$ cat src/include/dmm_settings.svh
// width, count and magic constants for the dmm control core, included by packages and rtl
`ifndef DMM_SETTINGS_SVH
`define DMM_SETTINGS_SVH

`define DMM_REG_W         32      // spi register width
`define DMM_ADDR_W        8       // address field, msb is the write flag
`define DMM_CNT_W         24      // precharge and aperture counters

`define DMM_SEQ_MAX       4       // sequence table depth
`define DMM_PIN_W         20      // board pin vector

// low byte of status, lets the host see the link is alive
`define DMM_STATUS_MAGIC  8'hAA

`define DMM_SPI_BITS      40      // address byte plus one data word

`endif
$ cat src/design/dmm_acq_pkg.sv
// acquisition types: sequence table entry, table index and adc phase encoding
`default_nettype none
`include "dmm_settings.svh"

package dmm_acq_pkg;

  typedef logic [$clog2(`DMM_SEQ_MAX)-1:0] seq_idx_t;

  // low 6 bits of each seq register
  typedef struct packed {
    logic [3:0] azmux;   // azero mux select
    logic [1:0] pc_sw;   // precharge switches
  } seq_entry_t;

  typedef enum logic [1:0] {
    PH_IDLE,
    PH_PRECHARGE,
    PH_APERTURE
  } phase_e;

endpackage

`default_nettype wire

$ cat src/design/dmm_reg_pkg.sv
// register map and register field types shared by the spi bank and the pin mux
`default_nettype none
`include "dmm_settings.svh"

package dmm_reg_pkg;

  typedef logic [`DMM_REG_W-1:0]  reg_t;
  typedef logic [`DMM_ADDR_W-2:0] addr_t;     // write flag stripped

  //////////////////////////////////////////////////////////////////////
  // register map
  localparam addr_t ADDR_MODE        = 'd0;
  localparam addr_t ADDR_DIRECT      = 'd1;
  localparam addr_t ADDR_STATUS      = 'd2;   // read only
  localparam addr_t ADDR_PRECHARGE   = 'd3;
  localparam addr_t ADDR_APERTURE    = 'd4;
  localparam addr_t ADDR_SEQ_N       = 'd5;
  localparam addr_t ADDR_SEQ0        = 'd6;
  localparam addr_t ADDR_SEQ1        = 'd7;
  localparam addr_t ADDR_SEQ2        = 'd8;
  localparam addr_t ADDR_SEQ3        = 'd9;
  localparam addr_t ADDR_SAMPLE_LAST = 'd10;  // read only, read clears irq

  // pin source select, 4..7 park everything low
  typedef enum logic [2:0] {
    MODE_DIRECT  = 3'd0,
    MODE_LO      = 3'd1,
    MODE_HI      = 3'd2,
    MODE_AZ_TEST = 3'd3
  } mode_e;

  // board pins, msb first, direct register maps bit for bit
  typedef struct packed {
    logic       spi_interrupt;
    logic       meas_complete;
    logic [3:0] azmux;
    logic [1:0] pc_sw;
    logic [7:0] monitor;
    logic [3:0] leds;
  } pin_vec_t;

endpackage

`default_nettype wire

$ cat src/design/acq_req_if.sv
// valid/ready sample requests from the sequencer to the adc mock
`timescale 1ns/1ps
`default_nettype none

interface acq_req_if;

  // transfer when valid and ready are both high,
  // idx and entry stay put until then
  logic                    valid;
  logic                    ready;
  dmm_acq_pkg::seq_idx_t   idx;
  dmm_acq_pkg::seq_entry_t entry;

  modport src (output valid, idx, entry, input ready);

  modport dst (input valid, idx, entry, output ready);

endinterface

`default_nettype wire

$ cat src/design/acq_cfg_if.sv
// acquisition configuration from the register bank to the sequencer and the adc mock
`timescale 1ns/1ps
`default_nettype none
`include "dmm_settings.svh"

interface acq_cfg_if;

  logic [`DMM_CNT_W-1:0]  precharge_cnt;     // clk cycles, 0 acts as 1
  logic [`DMM_CNT_W-1:0]  aperture_cnt;
  dmm_acq_pkg::seq_idx_t  seq_n;             // last table index used

  dmm_acq_pkg::seq_entry_t [`DMM_SEQ_MAX-1:0] seq_table;

  modport regs (
    output precharge_cnt, aperture_cnt, seq_n, seq_table
  );

  modport seq (input seq_n, seq_table);

  modport adc (input precharge_cnt, aperture_cnt);

endinterface

`default_nettype wire

$ cat src/design/dmm_top.sv
// top level of the dmm control core, wires the stages to the board pins
`timescale 1ns/1ps
`default_nettype none

module dmm_top (
  input  wire        clk,
  input  wire        reset_i,
  // spi
  input  wire        sck_i,
  input  wire        ss_i,
  input  wire        sdi_i,
  output wire        sdo_o,
  input  wire        trigger_i,
  input  wire  [3:0] hw_flags_i,
  // board pins
  output wire  [3:0] leds_o,
  output wire  [7:0] monitor_o,
  output wire  [1:0] pc_sw_o,
  output wire  [3:0] azmux_o,
  output wire        meas_complete_o,
  output wire        spi_interrupt_o
);

  acq_cfg_if cfg_if ();
  acq_req_if req_if ();

  dmm_reg_pkg::mode_e      mode;
  dmm_reg_pkg::pin_vec_t   direct;
  dmm_reg_pkg::pin_vec_t   pins;
  dmm_acq_pkg::phase_e     phase;
  dmm_acq_pkg::seq_idx_t   cur_idx;
  dmm_acq_pkg::seq_idx_t   done_idx;
  logic [3:0]              adc_azmux;
  logic [1:0]              adc_pc_sw;
  logic                    meas_complete;
  logic                    spi_irq;
  logic                    running;

  spi_reg_bank u_spi_reg_bank (
    .clk             (clk),
    .reset_i         (reset_i),
    .sck_i           (sck_i),
    .ss_i            (ss_i),
    .sdi_i           (sdi_i),
    .hw_flags_i      (hw_flags_i),
    .meas_complete_i (meas_complete),
    .done_idx_i      (done_idx),
    .sdo_o           (sdo_o),
    .mode_o          (mode),
    .direct_o        (direct),
    .spi_interrupt_o (spi_irq),
    .cfg             (cfg_if.regs)
  );

  sample_sequencer u_sample_sequencer (
    .clk       (clk),
    .reset_i   (reset_i),
    .trigger_i (trigger_i),
    .cfg       (cfg_if.seq),
    .req       (req_if.src),
    .running_o (running)
  );

  adc_mock u_adc_mock (
    .clk             (clk),
    .reset_i         (reset_i),
    .cfg             (cfg_if.adc),
    .req             (req_if.dst),
    .azmux_o         (adc_azmux),
    .pc_sw_o         (adc_pc_sw),
    .phase_o         (phase),
    .cur_idx_o       (cur_idx),
    .meas_complete_o (meas_complete),   // fans out to bank and mux
    .done_idx_o      (done_idx)
  );

  output_mode_mux u_output_mode_mux (
    .clk             (clk),
    .reset_i         (reset_i),
    .mode_i          (mode),
    .direct_i        (direct),
    .azmux_i         (adc_azmux),
    .pc_sw_i         (adc_pc_sw),
    .phase_i         (phase),
    .cur_idx_i       (cur_idx),
    .meas_complete_i (meas_complete),
    .spi_interrupt_i (spi_irq),
    .running_i       (running),
    .pins_o          (pins)
  );

  // pin vector split onto the board ports, msb first
  assign {spi_interrupt_o, meas_complete_o, azmux_o, pc_sw_o, monitor_o, leds_o} = pins;

endmodule

`default_nettype wire

$ cat src/design/output_mode_mux.sv
// registered pin vector select by mode, pins lag their source by one clk
`timescale 1ns/1ps
`default_nettype none

module output_mode_mux (
  input  wire                            clk,
  input  wire                            reset_i,
  input  wire  dmm_reg_pkg::mode_e       mode_i,
  input  wire  dmm_reg_pkg::pin_vec_t    direct_i,
  input  wire  [3:0]                     azmux_i,
  input  wire  [1:0]                     pc_sw_i,
  input  wire  dmm_acq_pkg::phase_e      phase_i,
  input  wire  dmm_acq_pkg::seq_idx_t    cur_idx_i,
  input  wire                            meas_complete_i,
  input  wire                            spi_interrupt_i,
  input  wire                            running_i,
  output dmm_reg_pkg::pin_vec_t          pins_o
);

  dmm_reg_pkg::pin_vec_t az_vec;

  // azero test with the mocked adc
  always_comb begin
    az_vec               = '0;
    az_vec.leds[0]       = running_i;
    az_vec.monitor[1:0]  = cur_idx_i;
    az_vec.monitor[2]    = (phase_i == dmm_acq_pkg::PH_PRECHARGE);
    az_vec.monitor[3]    = (phase_i == dmm_acq_pkg::PH_APERTURE);
    az_vec.pc_sw         = pc_sw_i;
    az_vec.azmux         = azmux_i;
    az_vec.meas_complete = meas_complete_i;
    az_vec.spi_interrupt = spi_interrupt_i;
  end

  always_ff @(posedge clk) begin
    if (reset_i)
      pins_o <= '0;
    else begin
      case (mode_i)
        dmm_reg_pkg::MODE_DIRECT:  pins_o <= direct_i;    // register drives all pins
        dmm_reg_pkg::MODE_LO:      pins_o <= '0;
        dmm_reg_pkg::MODE_HI:      pins_o <= '1;
        dmm_reg_pkg::MODE_AZ_TEST: pins_o <= az_vec;
        default:                   pins_o <= '0;          // unused modes park low
      endcase
    end
  end

endmodule

`default_nettype wire

$ cat src/design/adc_mock.sv
// mocked adc: applies the switch entry, times precharge then aperture, reports completion
`timescale 1ns/1ps
`default_nettype none
`include "dmm_settings.svh"

module adc_mock (
  input  wire                     clk,
  input  wire                     reset_i,
  acq_cfg_if.adc                  cfg,
  acq_req_if.dst                  req,
  output logic [3:0]              azmux_o,
  output logic [1:0]              pc_sw_o,
  output dmm_acq_pkg::phase_e     phase_o,
  output dmm_acq_pkg::seq_idx_t   cur_idx_o,
  output logic                    meas_complete_o,  // one cycle
  output dmm_acq_pkg::seq_idx_t   done_idx_o
);

  logic [`DMM_CNT_W-1:0] cnt_q;      // cycles left in phase, minus one
  logic [`DMM_CNT_W-1:0] pc_last;
  logic [`DMM_CNT_W-1:0] ap_last;

  // count of 0 behaves as 1
  assign pc_last = (cfg.precharge_cnt == '0) ? '0 : cfg.precharge_cnt - 1'b1;
  assign ap_last = (cfg.aperture_cnt == '0) ? '0 : cfg.aperture_cnt - 1'b1;

  assign req.ready = (phase_o == dmm_acq_pkg::PH_IDLE);
  wire take = req.valid & req.ready;

  //////////////////////////////////////////////////////////////////////
  // phase timer
  always_ff @(posedge clk) begin
    if (reset_i) begin
      phase_o         <= dmm_acq_pkg::PH_IDLE;
      cnt_q           <= '0;
      meas_complete_o <= 1'b0;
    end else begin
      meas_complete_o <= 1'b0;
      case (phase_o)
        dmm_acq_pkg::PH_IDLE: begin
          if (take) begin
            phase_o <= dmm_acq_pkg::PH_PRECHARGE;
            cnt_q   <= pc_last;
          end
        end
        dmm_acq_pkg::PH_PRECHARGE: begin
          if (cnt_q == '0) begin
            phase_o <= dmm_acq_pkg::PH_APERTURE;
            cnt_q   <= ap_last;
          end else
            cnt_q <= cnt_q - 1'b1;
        end
        dmm_acq_pkg::PH_APERTURE: begin
          if (cnt_q == '0) begin
            phase_o         <= dmm_acq_pkg::PH_IDLE;   // ready again with the pulse
            meas_complete_o <= 1'b1;
          end else
            cnt_q <= cnt_q - 1'b1;
        end
        default: phase_o <= dmm_acq_pkg::PH_IDLE;
      endcase
    end
  end

  // switches hold the last entry through idle, like the board
  always_ff @(posedge clk) begin
    if (reset_i) begin
      azmux_o   <= '0;
      pc_sw_o   <= '0;
      cur_idx_o <= '0;
    end else if (take) begin
      azmux_o   <= req.entry.azmux;
      pc_sw_o   <= req.entry.pc_sw;
      cur_idx_o <= req.idx;
    end
  end

  // finished index, stable after the pulse
  always_ff @(posedge clk) begin
    if (phase_o == dmm_acq_pkg::PH_APERTURE && cnt_q == '0)
      done_idx_o <= cur_idx_o;
  end

endmodule

`default_nettype wire

$ cat src/design/sample_sequencer.sv
// walks the sequence table while triggered and presents sample requests to the adc mock
`timescale 1ns/1ps
`default_nettype none

module sample_sequencer (
  input  wire      clk,
  input  wire      reset_i,
  input  wire      trigger_i,      // level, arms the sequence
  acq_cfg_if.seq   cfg,
  acq_req_if.src   req,
  output logic     running_o
);

  dmm_acq_pkg::seq_idx_t   next_idx;    // table index of the next request
  logic                    valid_q;
  dmm_acq_pkg::seq_idx_t   idx_q;
  dmm_acq_pkg::seq_entry_t entry_q;

  // slot is free when nothing is held or the held one transfers now
  wire slot_free = !valid_q || req.ready;

  // control
  always_ff @(posedge clk) begin
    if (reset_i) begin
      valid_q  <= 1'b0;
      next_idx <= '0;
    end else if (slot_free) begin
      if (trigger_i) begin
        valid_q  <= 1'b1;
        // wrap after seq_n, also covers seq_n lowered mid run
        next_idx <= (next_idx >= cfg.seq_n) ? '0 : next_idx + 1'b1;
      end else begin
        valid_q  <= 1'b0;           // stop after the presented one went out
        next_idx <= '0;
      end
    end
  end

  // held request payload, frozen under back pressure
  always_ff @(posedge clk) begin
    if (slot_free && trigger_i) begin
      idx_q   <= next_idx;
      entry_q <= cfg.seq_table[next_idx];
    end
  end

  assign req.valid = valid_q;
  assign req.idx   = idx_q;
  assign req.entry = entry_q;

  assign running_o = valid_q | trigger_i;

endmodule

`default_nettype wire

$ cat src/design/spi_reg_bank.sv
// spi slave oversampled on clk, holding config registers, status readback and the irq flag
`timescale 1ns/1ps
`default_nettype none
`include "dmm_settings.svh"

module spi_reg_bank (
  input  wire                              clk,
  input  wire                              reset_i,
  input  wire                              sck_i,
  input  wire                              ss_i,          // active low
  input  wire                              sdi_i,
  input  wire  [3:0]                       hw_flags_i,
  input  wire                              meas_complete_i,
  input  wire  dmm_acq_pkg::seq_idx_t      done_idx_i,
  output logic                             sdo_o,
  output dmm_reg_pkg::mode_e               mode_o,
  output dmm_reg_pkg::pin_vec_t            direct_o,
  output logic                             spi_interrupt_o,
  acq_cfg_if.regs                          cfg
);

  localparam int FRAME_BITS = `DMM_SPI_BITS;
  localparam int ADDR_BITS  = `DMM_ADDR_W;

  //////////////////////////////////////////////////////////////////////
  // synchronizers, two stages plus one of edge history
  logic [2:0] sck_q;
  logic [2:0] ss_q;
  logic [1:0] sdi_q;

  always_ff @(posedge clk) begin
    if (reset_i) begin
      sck_q <= '0;
      ss_q  <= '1;                 // deselected
      sdi_q <= '0;
    end else begin
      sck_q <= {sck_q[1:0], sck_i};
      ss_q  <= {ss_q[1:0], ss_i};
      sdi_q <= {sdi_q[0], sdi_i};
    end
  end

  wire sck_rise = sck_q[1] & ~sck_q[2];
  wire sck_fall = ~sck_q[1] & sck_q[2];
  wire ss_idle  = ss_q[1];
  wire ss_rise  = ss_q[1] & ~ss_q[2];   // end of frame

  //////////////////////////////////////////////////////////////////////
  // frame shifting
  logic [FRAME_BITS-1:0]            rx_sr;
  logic [$clog2(FRAME_BITS+1)-1:0]  bit_cnt;
  dmm_reg_pkg::reg_t                tx_sr;       // read data out, msb first
  dmm_reg_pkg::reg_t                rd_data;
  dmm_reg_pkg::addr_t               rd_addr;
  dmm_reg_pkg::addr_t               frame_addr;

  wire shift_en = !ss_idle && sck_rise && (bit_cnt < FRAME_BITS);

  // address as it completes on the 8th rising edge
  assign rd_addr    = {rx_sr[ADDR_BITS-3:0], sdi_q[1]};
  assign frame_addr = rx_sr[FRAME_BITS-2 -: ADDR_BITS-1];

  wire frame_ok = ss_rise && (bit_cnt == FRAME_BITS);  // short frames dropped
  wire frame_wr = rx_sr[FRAME_BITS-1];

  always_ff @(posedge clk) begin
    if (reset_i || ss_idle) begin
      bit_cnt <= '0;
      sdo_o   <= 1'b0;
    end else begin
      if (shift_en)
        bit_cnt <= bit_cnt + 1'b1;
      if (sck_fall && bit_cnt >= ADDR_BITS)
        sdo_o <= tx_sr[`DMM_REG_W-1];     // host samples on the next rise
    end
  end

  always_ff @(posedge clk) begin
    if (shift_en)
      rx_sr <= {rx_sr[FRAME_BITS-2:0], sdi_q[1]};
    if (shift_en && bit_cnt == ADDR_BITS-1)
      tx_sr <= rd_data;                   // load readback at end of address byte
    else if (!ss_idle && sck_fall && bit_cnt >= ADDR_BITS)
      tx_sr <= {tx_sr[`DMM_REG_W-2:0], 1'b0};
  end

  //////////////////////////////////////////////////////////////////////
  // register storage
  logic [`DMM_CNT_W-1:0]                       precharge_q;
  logic [`DMM_CNT_W-1:0]                       aperture_q;
  dmm_acq_pkg::seq_idx_t                       seq_n_q;
  dmm_acq_pkg::seq_entry_t [`DMM_SEQ_MAX-1:0]  seq_q;
  logic [15:0]                                 sample_cnt;   // completed samples
  dmm_acq_pkg::seq_idx_t                       last_idx;

  wire [`DMM_REG_W-1:0] wdata = rx_sr[`DMM_REG_W-1:0];

  always_ff @(posedge clk) begin
    if (reset_i) begin
      mode_o      <= dmm_reg_pkg::MODE_DIRECT;
      direct_o    <= '0;
      precharge_q <= '0;
      aperture_q  <= '0;
      seq_n_q     <= '0;
      seq_q       <= '0;
    end else if (frame_ok && frame_wr) begin
      case (frame_addr)                   // each field masked to its width
        dmm_reg_pkg::ADDR_MODE:      mode_o <= dmm_reg_pkg::mode_e'(wdata[2:0]);
        dmm_reg_pkg::ADDR_DIRECT:    direct_o <= wdata[`DMM_PIN_W-1:0];
        dmm_reg_pkg::ADDR_PRECHARGE: precharge_q <= wdata[`DMM_CNT_W-1:0];
        dmm_reg_pkg::ADDR_APERTURE:  aperture_q <= wdata[`DMM_CNT_W-1:0];
        dmm_reg_pkg::ADDR_SEQ_N:     seq_n_q <= wdata[$bits(seq_n_q)-1:0];
        dmm_reg_pkg::ADDR_SEQ0:      seq_q[0] <= wdata[5:0];
        dmm_reg_pkg::ADDR_SEQ1:      seq_q[1] <= wdata[5:0];
        dmm_reg_pkg::ADDR_SEQ2:      seq_q[2] <= wdata[5:0];
        dmm_reg_pkg::ADDR_SEQ3:      seq_q[3] <= wdata[5:0];
        default: ;                        // status and sample_last ignore writes
      endcase
    end
  end

  // sample bookkeeping and irq, a set beats a clear in the same cycle
  always_ff @(posedge clk) begin
    if (reset_i) begin
      sample_cnt      <= '0;
      last_idx        <= '0;
      spi_interrupt_o <= 1'b0;
    end else begin
      if (meas_complete_i) begin
        sample_cnt <= sample_cnt + 1'b1;
        last_idx   <= done_idx_i;
      end
      if (meas_complete_i)
        spi_interrupt_o <= 1'b1;
      else if (frame_ok && !frame_wr && frame_addr == dmm_reg_pkg::ADDR_SAMPLE_LAST)
        spi_interrupt_o <= 1'b0;
    end
  end

  // readback mux
  always_comb begin
    case (rd_addr)
      dmm_reg_pkg::ADDR_MODE:        rd_data = dmm_reg_pkg::reg_t'(mode_o);
      dmm_reg_pkg::ADDR_DIRECT:      rd_data = dmm_reg_pkg::reg_t'(direct_o);
      dmm_reg_pkg::ADDR_STATUS:      rd_data = {hw_flags_i, `DMM_STATUS_MAGIC};
      dmm_reg_pkg::ADDR_PRECHARGE:   rd_data = dmm_reg_pkg::reg_t'(precharge_q);
      dmm_reg_pkg::ADDR_APERTURE:    rd_data = dmm_reg_pkg::reg_t'(aperture_q);
      dmm_reg_pkg::ADDR_SEQ_N:       rd_data = dmm_reg_pkg::reg_t'(seq_n_q);
      dmm_reg_pkg::ADDR_SEQ0:        rd_data = dmm_reg_pkg::reg_t'(seq_q[0]);
      dmm_reg_pkg::ADDR_SEQ1:        rd_data = dmm_reg_pkg::reg_t'(seq_q[1]);
      dmm_reg_pkg::ADDR_SEQ2:        rd_data = dmm_reg_pkg::reg_t'(seq_q[2]);
      dmm_reg_pkg::ADDR_SEQ3:        rd_data = dmm_reg_pkg::reg_t'(seq_q[3]);
      dmm_reg_pkg::ADDR_SAMPLE_LAST: rd_data = {sample_cnt, last_idx};   // count in 17..2
      default:                       rd_data = '0;
    endcase
  end

  assign cfg.precharge_cnt = precharge_q;
  assign cfg.aperture_cnt  = aperture_q;
  assign cfg.seq_n         = seq_n_q;
  assign cfg.seq_table     = seq_q;

endmodule

`default_nettype wire

$ cat config.mk
export PLATFORM = sky130hd
export DESIGN_NAME = dmm_top
export DESIGN_NICKNAME = d
export VERILOG_FILES = /design/src/design/dmm_acq_pkg.sv /design/src/design/dmm_reg_pkg.sv /design/src/design/acq_req_if.sv /design/src/design/acq_cfg_if.sv /design/src/design/dmm_top.sv /design/src/design/output_mode_mux.sv /design/src/design/adc_mock.sv /design/src/design/sample_sequencer.sv /design/src/design/spi_reg_bank.sv
export VERILOG_INCLUDE_DIRS = /design/src /design/src/include
export SDC_FILE = /design/constraint.sdc
export NUM_CORES = 1
export LEC_CHECK = 0
export BUFFER_PORTS_ARGS = -buffer_cell sky130_fd_sc_hd__buf_2
export CORE_UTILIZATION = 35
export DETAILED_ROUTE_END_ITERATION = 10
export GPL_TIMING_DRIVEN = 0
export SETUP_SLACK_MARGIN = 0.1
export SLEW_MARGIN = 20
export SYNTH_ARGS = -nofsm -noshare
export SYNTH_HDL_FRONTEND = slang
export SYNTH_SLANG_ARGS = --single-unit
export TNS_END_PERCENT = 100
$ cat constraint.sdc
create_clock -name clk -period 4.2 [get_ports clk]
set_clock_uncertainty 0.1 [all_clocks]
set_input_delay 0.21 -clock clk [delete_from_list [all_inputs] [get_ports clk]]
set_output_delay 0.21 -clock clk [all_outputs]
set_load 0.01 [all_outputs]
==> Flow_metrics.wiki <==
{| class="wikitable"
! Metric !! Value
|-
| Peak supply drop || roughly 0.00035 V
|-
| Headroom to the max-slew limit || 0.313
|-
| Commonest cells after routing, fill and taps aside || sky130_fd_sc_hd__nand2_1, sky130_fd_sc_hd__dfxtp_1, sky130_fd_sc_hd__nor2_1, sky130_fd_sc_hd__a21oi_1, sky130_fd_sc_hd__clkbuf_1
|-
| Number of flops mapped to enable cells by yosys || 82
|-
| DRC errors left || 0
|-
| Crit path kind || reg -> reg
|-
| Number of antenna violations at the first check in global routing || 0
|-
| RSZ-0062 raised after global routing || false
|-
| Final core utilization || 0.406
|-
| Post-CTS Repair Setup Buffers || 0
|-
| Drt first pass iters || 6
|-
| Maximum root-to-sink buffer count || 3
|-
| Number of buffers created by CTS || 29
|-
| Layout cells sized above 1 || 0.0886
|-
| Cell area after placement || ~13000 sq um
|-
| Max-Cap Viols || 0
|-
| Category of cells accounting for the largest share of critical-path delay || simple AND/OR/NAND/NOR gates
|-
| Cell occurring most often along the worst timing path || sky130_fd_sc_hd__clkbuf_1
|-
| Final-layout worst hold slack || 89.2 ps
|-
| Worst Path Buf+Inv || 3
|-
| Share of synthesized registers carrying an async set or reset || 0
|-
| Post-synthesis area per instance || 9.05 sq um
|-
| Flops & latches, synth || 271
|-
| Most common cell after layout, fill and taps aside || sky130_fd_sc_hd__nand2_1
|-
| Endpoint required time on the critical path || 4550 ps
|-
| Critical path peak fanout || 10
|-
| Clock tree from TritonCTS || yes
|-
| Overflow left after global routing || 0
|-
| Final Power || ~0.0057 W
|-
| Number of global-route vias before repair || slightly above 10000
|-
| Worst min-delay path category || in -> reg
|-
| Remaining antenna violation count || 0
|-
| Vias || approximately 11000
|-
| Full die area || about 37000 sq um
|-
| Critical path endpoint category || register
|-
| Worst-path cell chain || clkbuf_1, nor3_1, nand2b_1, nor2_1, and2_0, clkbuf_1, buf_2, a22oi_1, a21oi_1, a21o_1
|-
| Number of nets in the synthesized netlist || between 1000 and 1500
|-
| Cell type of the slowest stage on the worst timing path || sky130_fd_sc_hd__nor2_1
|-
| Share of the yosys chip area belonging to registers || 0.493
|-
| Status || finished, final reports clean
|-
| Post-route cell area || between 10000 and 15000 sq um
|-
| H-tree lvl count || 1
|-
| Transition time of the tightest slew-check pin || 1020 ps
|-
| Core region area || roughly 36000 sq um
|-
| Area growth from synthesis to layout || 14.0%
|-
| Clock transition at the registers of the reported paths || 60 ps
|-
| Clock tree root driver cell || sky130_fd_sc_hd__clkbuf_16
|-
| Final setup TNS || 0 ps
|-
| Ratio of final minimum period to clock period || 0.813
|-
| Netlist Area Pre-Place || between 10000 and 15000 sq um
|-
| Final hold violations || 0
|-
| Num Clock Sinks || 271
|-
| Startpoint kind of the worst setup timing path || register
|-
| Critical path arrival || between 3000 and 4000 ps
|-
| Diode count || 0
|-
| Critical path's largest stage delay || ~530 ps
|-
| Ratio of total power to cell area || between 300 and 400 nW/um^2
|-
| Vias per std cell || roughly 5.5
|-
| Number of cell rows || a little under 70
|-
| Cell count after synthesis || 1400
|-
| Number of nets in the finished design || approximately 1500
|-
| Routed WL per cell || approximately 20 um
|-
| Prevailing post-synth register cell || sky130_fd_sc_hd__dfxtp_1
|-
| First DRT Iteration DRCs || between 1000 and 1500
|-
| Insertion delay of the later-clocked pin in the worst-skew pair || 570 ps
|-
| Combined global-route utilization of all metal layers || 0.208
|-
| # setup viols final || 0
|-
| Largest net degree at the start of global routing || 47
|-
| Die outline width || approximately 190 um
|-
| HPWL after DPL || 28200 um
|-
| Die boundary height || just under 200 um
|-
| Leakage power figure || 5.01 nW
|-
| Gp weighted congestion || between 0.9 and 1
|-
| First-pass GRT wire length || between 50000 and 60000 um
|-
| Minimum clock period || around 3400 ps
|-
| Final routed wirelength across all metal layers || roughly 38000 um
|-
| PortBufs || 30
|-
| Max-slew violations || 0
|-
| Top-level port count || 31
|-
| Effective utilization at floorplan || 0.356
|-
| Number of different library cells in the post-synthesis netlist || 67
|-
| Max frequency || between 0.2 and 0.3 GHz
|-
| Count of yosys warnings during synthesis || 0
|}
## cell families after synthesis
group,count (synthesis),synth area share
AOI/OAI and AO/OA,289,0.138
xor gates and xnor gates,67,0.0463
adders and majority gates,12,0.0119
buffers and inverters,113,0.0346
DFF,271,0.493
muxes,60,0.0539
and+or+nand+nor,588,0.222
## power breakdown
part,internal [W],switching [W],leakage [nW]
sequential,0.00272,0.0000393,2.27
clock,0.00149,0.00109,0.467
combinational,0.000133,0.000255,2.27
total,0.00434,0.00139,5.01
## Yosys cell counts, types with 7 or more instances
| library cell | n | area (sq um) |
|---|---|---|
| sky130_fd_sc_hd__a211oi_1 | 9 | 67.6 |
| sky130_fd_sc_hd__a21o_1 | 13 | 97.6 |
| sky130_fd_sc_hd__a21oi_1 | 125 | 626 |
| sky130_fd_sc_hd__a222oi_1 | 16 | 160 |
| sky130_fd_sc_hd__a22oi_1 | 9 | 67.6 |
| sky130_fd_sc_hd__a31oi_1 | 7 | 43.8 |
| sky130_fd_sc_hd__and2_1 | 14 | 87.6 |
| sky130_fd_sc_hd__buf_2 | 8 | 40.0 |
| sky130_fd_sc_hd__clkbuf_1 | 80 | 300 |
| sky130_fd_sc_hd__dfxtp_1 | 189 | 3780 |
| sky130_fd_sc_hd__edfxtp_1 | 82 | 2460 |
| sky130_fd_sc_hd__ha_1 | 12 | 150 |
| sky130_fd_sc_hd__inv_1 | 20 | 75.1 |
| sky130_fd_sc_hd__mux2i_1 | 48 | 480 |
| sky130_fd_sc_hd__nand2_1 | 229 | 860 |
| sky130_fd_sc_hd__nand2b_1 | 10 | 62.6 |
| sky130_fd_sc_hd__nand3_1 | 15 | 75.1 |
| sky130_fd_sc_hd__nand4_1 | 16 | 100 |
| sky130_fd_sc_hd__nor2_1 | 159 | 597 |
| sky130_fd_sc_hd__nor2b_1 | 13 | 81.3 |
| sky130_fd_sc_hd__nor3_1 | 56 | 280 |
| sky130_fd_sc_hd__nor4_1 | 12 | 75.1 |
| sky130_fd_sc_hd__o21a_1 | 8 | 60.1 |
| sky130_fd_sc_hd__o21ai_0 | 52 | 260 |
| sky130_fd_sc_hd__o22ai_1 | 22 | 138 |
| sky130_fd_sc_hd__or3_1 | 9 | 56.3 |
| sky130_fd_sc_hd__or4_1 | 7 | 52.6 |
| sky130_fd_sc_hd__xnor2_1 | 33 | 289 |
| sky130_fd_sc_hd__xor2_1 | 34 | 298 |
## path summary, 6_finish.rpt
check | startpoint | end | slack (ps) | cells past startpoint
worst max-delay path | u_spi_reg_bank.rx_sr[3] | u_spi_reg_bank.tx_sr[4] | 780 | 10
worst min-delay path | reset_i | u_output_mode_mux.pins_o[17] | 90 | 4
worst max register to register | u_spi_reg_bank.rx_sr[3] | u_spi_reg_bank.tx_sr[4] | 780 | 10
worst min register to register | u_spi_reg_bank.ss_q[0] | u_spi_reg_bank.ss_q[1] | 310 | 1
## registers in the layout, indices dropped and copies added, names as in the netlist, 3 cells and up
name / count
u_spi_reg_bank.rx_sr: 40
u_spi_reg_bank.tx_sr: 32
u_adc_mock.cnt_q: 24
u_spi_reg_bank.cfg.aperture_cnt: 24
u_spi_reg_bank.cfg.precharge_cnt: 24
u_spi_reg_bank.cfg.seq_table: 24
u_output_mode_mux.pins_o: 20
u_spi_reg_bank.direct_o: 20
u_spi_reg_bank.sample_cnt: 16
u_sample_sequencer.req.entry: 6
u_spi_reg_bank.bit_cnt: 6
u_adc_mock.azmux_o: 4
u_spi_reg_bank.mode_o: 3
u_spi_reg_bank.sck_q: 3
u_spi_reg_bank.ss_q: 3
## worst register-to-register path, delay by kind of cell (launching register included)
family | cells | cell delay, ps
buffers and inverters | 3 | 1040
and+or+nand+nor | 4 | 1170
AOI/OAI and AO/OA | 3 | 580
DFF | 1 | 390
## metrics by stage
stage | std cells | setup WS (ps)
global placement | 1891 | -846
floorplan | 1400 | 669
global route | 1951 | 624
finish | 1951 | 785
CTS | 1951 | 899
detailed placement | 1893 | 932
## timing repair
action,CTS,global route
hold buffers,4,0
endpoints found under the hold margin,5,0
setup endpoints to repair,0,0
gates resized for setup,0,0
## layer usage
layer  up-vias  track usage  part of all wire
li1       5087            -                 -
met1      5128        0.294              0.45
met2       415        0.324              0.44
met3        84       0.0238             0.066
met4         0       0.0769             0.040
met5         -            0                 0
## cell type report
class,count,area (sq um)
Fill cell,3516,21100
Sequential cell,271,6250
Multi-Input combinational cell,1016,6010
Clock buffer,44,865
Tap cell,461,577
Buffer,93,367
Timing Repair Buffer,36,213
Clock inverter,10,93.8
Inverter,20,75.1
Note: power is estimated with default switching activity, not from simulation.
